<file path="config.mk">
export PLATFORM = sky130hd
export DESIGN_NAME = sensor_config
export DESIGN_NICKNAME = d
export VERILOG_FILES = /design/src/hdl/sensor_cfg_pkg.sv /design/src/hdl/cfg_ctrl.sv /design/src/hdl/sccb_frame_gen.sv /design/src/hdl/sensor_config.sv
export VERILOG_INCLUDE_DIRS = /design/src /design/src/hdl
export SDC_FILE = /design/constraint.sdc
export NUM_CORES = 1
export LEC_CHECK = 0
export BUFFER_PORTS_ARGS = -buffer_cell sky130_fd_sc_hd__buf_2
export CAP_MARGIN = 20
export CORE_AREA = 2 2 99 63
export DETAILED_ROUTE_END_ITERATION = 6
export DIE_AREA = 0 0 101 65
export PLACE_DENSITY_LB_ADDON = 0.2
export SLEW_MARGIN = 30
export SYNTH_ARGS = -nofsm -noshare
export SYNTH_HDL_FRONTEND = slang
export SYNTH_SLANG_ARGS = --single-unit
</file>
<file path="constraint.sdc">
create_clock -name clk -period 2.2 [get_ports clk]
set_input_delay 0.44 -clock clk [delete_from_list [all_inputs] [get_ports clk]]
set_output_delay 0.44 -clock clk [all_outputs]
set_load 0.1 [all_outputs]
</file>
<file path="src/hdl/sensor_cfg_table.svh">
`ifndef SENSOR_CFG_TABLE_SVH
`define SENSOR_CFG_TABLE_SVH

// Register writes in issue order, {reg_addr, reg_data}
localparam cfg_entry_u cfg_table [cfg_entries] = '{
    {16'h3103, 8'h11},                              // Clock from pad
    {16'h3008, 8'h82},                              // Soft reset
    {16'h3008, 8'h42},                              // Soft power down
    {16'h3103, 8'h03},                              // Clock from PLL
    {16'h3017, 8'hff},                              // Sync and upper data pins out
    {16'h3018, 8'hff},                              // Lower data pins out
    {16'h3034, 8'h1a},
    {16'h3037, 8'h13},                              // PLL root and pre divider
    {16'h3108, 8'h01},                              // PCLK and SCLK dividers
    {16'h3035, 8'h21},
    {16'h3036, 8'h69},                              // PLL multiplier
    {16'h3820, 8'h47},                              // Vertical flip
    {16'h3821, 8'h01},
    {16'h3814, 8'h31},                              // X increment
    {16'h3815, 8'h31},                              // Y increment
    {16'h3800, 8'h00},                              // Window X start
    {16'h3801, 8'h00},
    {16'h3802, 8'h00},                              // Window Y start
    {16'h3803, 8'hfa},
    {16'h3804, 8'h0a},                              // Window X end
    {16'h3805, 8'h3f},
    {16'h3806, 8'h06},                              // Window Y end
    {16'h3807, 8'ha9},
    {16'h3808, 8'h05},                              // Output width 1280
    {16'h3809, 8'h00},
    {16'h380a, 8'h02},                              // Output height 720
    {16'h380b, 8'hd0},
    {16'h380c, 8'h07},                              // Total line length
    {16'h380d, 8'h64},
    {16'h4300, 8'h61},                              // RGB565 output
    {16'h501f, 8'h01},                              // ISP in RGB mode
    {16'h3008, 8'h02}                               // Leave standby last
};

`endif

</file>
<file path="src/hdl/sensor_cfg_pkg.sv">
`default_nettype none

package sensor_cfg_pkg;

    typedef logic [7:0]  byte_t;
    typedef logic [15:0] reg_addr_t;

    // Flags decoded by the external byte master
    typedef struct packed {
        logic start;
        logic stop;
        logic read;                                 // Never set for a config write
        logic write;
    } i2c_cmd_t;

    // Travels with req for one cycle
    typedef struct packed {
        i2c_cmd_t cmd;
        byte_t    data;
    } i2c_req_t;

    typedef struct packed {
        reg_addr_t reg_addr;
        byte_t     reg_data;
    } cfg_entry_s;

    // One table word seen as fields or as bytes in bus order
    typedef union packed {
        cfg_entry_s        cfg;
        byte_t [0:2]       bytes;                   // [0] addr high, [2] data
    } cfg_entry_u;

    localparam byte_t sccb_write_id = 8'h78;        // Sensor write address

    localparam int cfg_entries = 32;
    typedef logic [$clog2(cfg_entries)-1:0] cfg_index_t;

    localparam int frame_bytes = 4;                 // Id, addr high, addr low, data

    // Sensor supply settle time at the system clock
    localparam int powerup_cycles_default = 1_000_000;

`include "sensor_cfg_table.svh"

endpackage

`default_nettype wire

</file>
<file path="src/hdl/cfg_ctrl.sv">
`timescale 1ns/1ps
`default_nettype none

module cfg_ctrl import sensor_cfg_pkg::*; #(
    parameter int powerup_cycles = powerup_cycles_default
) (
    input  logic       clk,
    input  logic       rst_n,
    input  logic       frame_done,
    output logic       frame_start,
    output cfg_entry_u entry,
    output logic       config_done
);

    typedef enum logic [1:0] {
        st_wait,                                    // Power-up delay
        st_start,                                   // Kick one frame
        st_busy,                                    // Frame on the bus
        st_done
    } state_t;

    typedef logic [$clog2(powerup_cycles + 1)-1:0] delay_cnt_t;

    state_t     state;
    state_t     state_nxt;
    delay_cnt_t delay_cnt;
    cfg_index_t index;
    logic       delay_end;
    logic       last_entry;

    assign delay_end  = (state == st_wait) && (delay_cnt == delay_cnt_t'(powerup_cycles - 1));
    assign last_entry = (index == cfg_index_t'(cfg_entries - 1));

    always_ff @(posedge clk or negedge rst_n) begin
        if (!rst_n) begin
            state <= st_wait;
        end else begin
            state <= state_nxt;
        end
    end

    always_comb begin
        state_nxt = state;
        case (state)
            st_wait: begin
                if (delay_end) begin
                    state_nxt = st_start;
                end
            end
            st_start: begin
                state_nxt = st_busy;
            end
            st_busy: begin
                if (frame_done) begin
                    state_nxt = last_entry ? st_done : st_start;
                end
            end
            default: begin
                state_nxt = st_done;                // Table finished, stay here
            end
        endcase
    end

    // Only runs once after reset
    always_ff @(posedge clk or negedge rst_n) begin
        if (!rst_n) begin
            delay_cnt <= '0;
        end else if (state == st_wait && !delay_end) begin
            delay_cnt <= delay_cnt + 1'b1;
        end
    end

    always_ff @(posedge clk or negedge rst_n) begin
        if (!rst_n) begin
            index <= '0;
        end else if (state == st_busy && frame_done && !last_entry) begin
            index <= index + 1'b1;
        end
    end

    assign entry       = cfg_table[index];          // Stable until frame_done
    assign frame_start = (state == st_start);
    assign config_done = (state == st_done);

endmodule

`default_nettype wire

</file>
<file path="src/hdl/sccb_frame_gen.sv">
`timescale 1ns/1ps
`default_nettype none

module sccb_frame_gen import sensor_cfg_pkg::*; (
    input  logic       clk,
    input  logic       rst_n,
    input  logic       frame_start,
    input  cfg_entry_u entry,
    input  logic       done,
    output logic       req,
    output i2c_req_t   req_word,
    output logic       frame_done
);

    typedef enum logic [1:0] {
        st_idle,
        st_req,                                     // Load the output register
        st_write                                    // Byte outstanding
    } state_t;

    state_t     state;
    state_t     state_nxt;
    logic [1:0] byte_cnt;
    logic       byte_acc;
    logic       last_byte;
    i2c_req_t   word_nxt;

    // Done only counts while a byte is in flight
    assign byte_acc   = (state == st_write) && done;
    assign last_byte  = (byte_cnt == 2'(frame_bytes - 1));
    assign frame_done = byte_acc && last_byte;

    always_ff @(posedge clk or negedge rst_n) begin
        if (!rst_n) begin
            state <= st_idle;
        end else begin
            state <= state_nxt;
        end
    end

    always_comb begin
        state_nxt = state;
        case (state)
            st_idle: begin
                if (frame_start) begin
                    state_nxt = st_req;
                end
            end
            st_req: begin
                state_nxt = st_write;
            end
            st_write: begin
                if (byte_acc) begin
                    state_nxt = last_byte ? st_idle : st_req;
                end
            end
            default: begin
                state_nxt = st_idle;
            end
        endcase
    end

    always_ff @(posedge clk or negedge rst_n) begin
        if (!rst_n) begin
            byte_cnt <= '0;
        end else if (byte_acc) begin
            byte_cnt <= byte_cnt + 2'd1;            // Wraps to the id byte after the data
        end
    end

    // Id first and then the entry in bus order
    always_comb begin
        word_nxt           = '0;
        word_nxt.cmd.write = 1'b1;
        case (byte_cnt)
            2'd0: begin
                word_nxt.cmd.start = 1'b1;
                word_nxt.data      = sccb_write_id;
            end
            2'd1: begin
                word_nxt.data = entry.bytes[0];     // Address high
            end
            2'd2: begin
                word_nxt.data = entry.bytes[1];     // Address low
            end
            default: begin
                word_nxt.cmd.stop = 1'b1;
                word_nxt.data     = entry.bytes[2];
            end
        endcase
    end

    // Single cycle request with the word zero outside it
    always_ff @(posedge clk or negedge rst_n) begin
        if (!rst_n) begin
            req      <= 1'b0;
            req_word <= '0;
        end else if (state == st_req) begin
            req      <= 1'b1;
            req_word <= word_nxt;
        end else begin
            req      <= 1'b0;
            req_word <= '0;
        end
    end

endmodule

`default_nettype wire

</file>
<file path="src/hdl/sensor_config.sv">
`timescale 1ns/1ps
`default_nettype none

module sensor_config import sensor_cfg_pkg::*; #(
    parameter int powerup_cycles = powerup_cycles_default
) (
    input  logic     clk,
    input  logic     rst_n,
    input  logic     done,                          // From byte master
    output logic     req,
    output i2c_req_t req_word,
    output logic     config_done
);

    logic       frame_start;
    logic       frame_done;
    cfg_entry_u entry;

    // Table walk and power-up wait
    cfg_ctrl #(
        .powerup_cycles (powerup_cycles)
    ) i_cfg_ctrl (
        .clk         (clk),
        .rst_n       (rst_n),
        .frame_done  (frame_done),
        .frame_start (frame_start),
        .entry       (entry),
        .config_done (config_done)
    );

    // Four byte commands per entry
    sccb_frame_gen i_sccb_frame_gen (
        .clk         (clk),
        .rst_n       (rst_n),
        .frame_start (frame_start),
        .entry       (entry),
        .done        (done),
        .req         (req),
        .req_word    (req_word),
        .frame_done  (frame_done)
    );

endmodule

`default_nettype wire

</file>
==> flow_summary.toml <==
[timing]
holdWs_ns = 0.1986
fin_crit_ns = 2.062
finalSetupViolations = 0
final_hold_viol_count = 0
skew_ns = 0.006027
rsz0062_at_grt = "false"
slew_headroom = 0.6427
fmax_mhz = 485.0
finalSetupTns_ns = 0
slew_viol_final = 0
fin_crit_sh = 0.9372
worstMarginPinSlew_ns = 0.5360

[route]
firstDrtPassIters = 4
postRouteAntennaNets = 0
dr.first_iter.drc_count = 212
viasPerCell = 5.832
wl_per_cell_um = 16.65
routed_wl_mm = 6.127
vias = 2146
drc = 0

[pwr]
total_power_w = 0.002533
powerDensity_nw_per_um2 = 845.2
clockPowerShare = 0.246
combPwrFrac = 0.375
p_seq_frac = 0.379
p_sw_frac = 0.3982
ir_worst_vdd_v = 0.0002757
p_switching_w = 0.001009
p_int_w = 0.001524
power_leakage_nw = 1.364

[layout]
syn_to_final_growth_pct = 9.862
fin_util = 0.5184
instances_no_fill = 368
drive_gt1_frac = 0.1588
final_cell_mix = "42 x dfrtp_1, 19 x nand2_1, 19 x ha_1"
final_nets = 317
final_common_cell = "dfrtp_1"
antenna_cells = 0

[clock_network]
cts_sinks = 42
htree_levels = 2
cts_tree = "built"
clock-root-buffer = "clkbuf_8"
cts_buffers = 5
cts_setup_buffers = 0
ctsResizeCount = 0
clk_pin_slew_worst_paths_ns = 0.08
cts.path.max_buffers = 2
hold_buffers = 0
clock_latency_ns = 0.30

[global_routing]
grt_use_total = 0.2058
grt_antenna_before_repair = 0
grt.overflow.total = 0
grt_pass1_wl_mm = 10.35
grt_max_degree = 43
grt_pass1_vias = 1955

[logic_synthesis]
netlist.area_leader.share = 0.3853
syn-num-nets = 301
synthAdderAreaFrac = 0.08716
async_reset_ff_frac = 1.000
syn_area_um2 = 2728
synth_flop_cell = "dfrtp_1"
synth-simple-area-share = 0.2197
synth_area_leader_cell = "dfrtp_1"
synth_top_family_by_area = "simple AND/OR/NAND/NOR gates"
ys_types = 61
ys_ff_latch = 42
muxShareOfSynthArea = 0.03073
syn_avg_cell_area_um2 = 9.776
yosys_warnings = 0
ys_top_cells_by_area = "dfrtp_1 39%, ha_1 8.7%, xnor2_1 4.2%"
synth-compound-area-share = 0.1642
netlist_instances = 279
ys_seq_area_frac = 0.3853
synth_xor_area_frac = 0.06101
synth_edf_count = 0

[worst_setup_path]
path_class = "flip-flop to flip-flop"
critPathLaunchType = "flip-flop"
path_max_fanout = 6
crit_arrival_ns = 2.25
worstPathRequired_ns = 2.39
cp-end-kind = "flip-flop"

[placement]
portBuffers = 15
placed_cells = 360
globalplace.congestion = 0.8896
place_hpwl_mm = 4.375

[floorplanning]
io_pins = 17
rows = 22
die_w_um = 101
core_area_um2 = 5781
die_area_um2 = 6565
initial_utilization = 0.4719
dieHeight_um = 65

[worst_hold_path]
hold_class = "input port to asynchronous set/reset pin"

[run]
maxCapViolCount = 0

[run_status]
status = "finished clean"
-- worst max-delay path: stages, from the launching register on --
cell     delay (ns)
dfrtp_1        0.45
ha_1           0.23
inv_1          0.09
nor2_1         0.06
ha_1           0.20
or4b_4         0.60
mux2_4         0.32
-- final timing paths --
kind / slack, ns / to / cells past startpoint / start
max: 0.14 / i_cfg_ctrl.index[1]$_DFFE_PN0P_ / 6 / i_cfg_ctrl.index[0]$_DFFE_PN0P_
min: 0.20 / i_cfg_ctrl.delay_cnt[16]$_DFFE_PN0P_ / 2 / rst_n
max reg2reg: 0.14 / i_cfg_ctrl.index[1]$_DFFE_PN0P_ / 6 / i_cfg_ctrl.index[0]$_DFFE_PN0P_
min reg2reg: 0.47 / i_cfg_ctrl.delay_cnt[18]$_DFFE_PN0P_ / 1 / i_cfg_ctrl.delay_cnt[18]$_DFFE_PN0P_
max in group asynchronous: 1.63 / i_sccb_frame_gen.req_word[1]$_DFF_PN0_ / 2 / rst_n
min in group clk: 0.40 / i_sccb_frame_gen.state[1]$_DFFE_PN0P_ / 2 / done
-- Yosys cell counts (4+ instances only) --
master    instances
inv_1            12
a211oi_1          4
nand2_1          19
nor2b_1           6
nand4_1           5
dfrtp_1          42
buf_2             4
ha_1             19
and2_1            5
nand2b_1          5
a21oi_1           7
nand3_1          11
o211ai_1          4
and3_1            4
xnor2_1          13
clkbuf_1          8
o21ai_0          15
xor2_1            6
nor2_1           14
a31oi_1           5
nor4b_1           4
-- sequential cells by signal, summed over array words and instances, names as in the netlist --
| name | flops |
|---|---|
| i_cfg_ctrl.delay_cnt | 20 |
| i_sccb_frame_gen.req_word | 10 |
| i_cfg_ctrl.index | 5 |
| i_cfg_ctrl.state | 2 |
| i_sccb_frame_gen.byte_cnt | 2 |
| i_sccb_frame_gen.state | 2 |
| i_sccb_frame_gen.req | 1 |
-- metal layers --
metal  vias to the layer above  wire length (um)  global-route usage
met1                      1004              3147              0.3336
met4                         0                51             0.05743
met5                         -                 0                   0
li1                       1050                 -                   -
met3                         8               557             0.04423
met2                        84              2370              0.2658
-- layout make-up --
type | count | area, um^2
sequential | 42 | 1051
tap | 72 | 90.09
clock inverter | 2 | 37.54
inverter | 13 | 48.80
timing repair buffer | 26 | 157.7
clock buffer | 6 | 72.57
multi-input combinational | 207 | 1539
fill | 515 | 2784
-- through the flow --
stage          instance area [um^2]  setup slack [ns]
6_report                       2997            0.1381
5_1_grt                        2997           0.03618
4_1_cts                        2997            0.1366
3_5_place_dp                   2887            0.1519
3_3_place_gp                   2887            0.1977
2_1_floorplan                  2728            0.1047
-- kinds of logic after synthesis --
group                      Yosys count
buffers and inverters               30
muxes                                7
xor gates and xnor gates            19
AOI/OAI and AO/OA                   63
adders and majority gates           19
and+or+nand+nor                     98
DFF                                 42
other                                1
-- power groups by stage --
stage               Clock, W  Sequential, W  Combinational, W
global placement           0       0.000969          0.000936
finish              0.000622       0.000960          0.000951
detailed placement         0       0.000974          0.000942
CTS                 0.000635       0.000960          0.000945
global route        0.000676       0.000977           0.00104
floorplan                  0        0.00106          0.000608
Power figures use the tool's default switching activity.
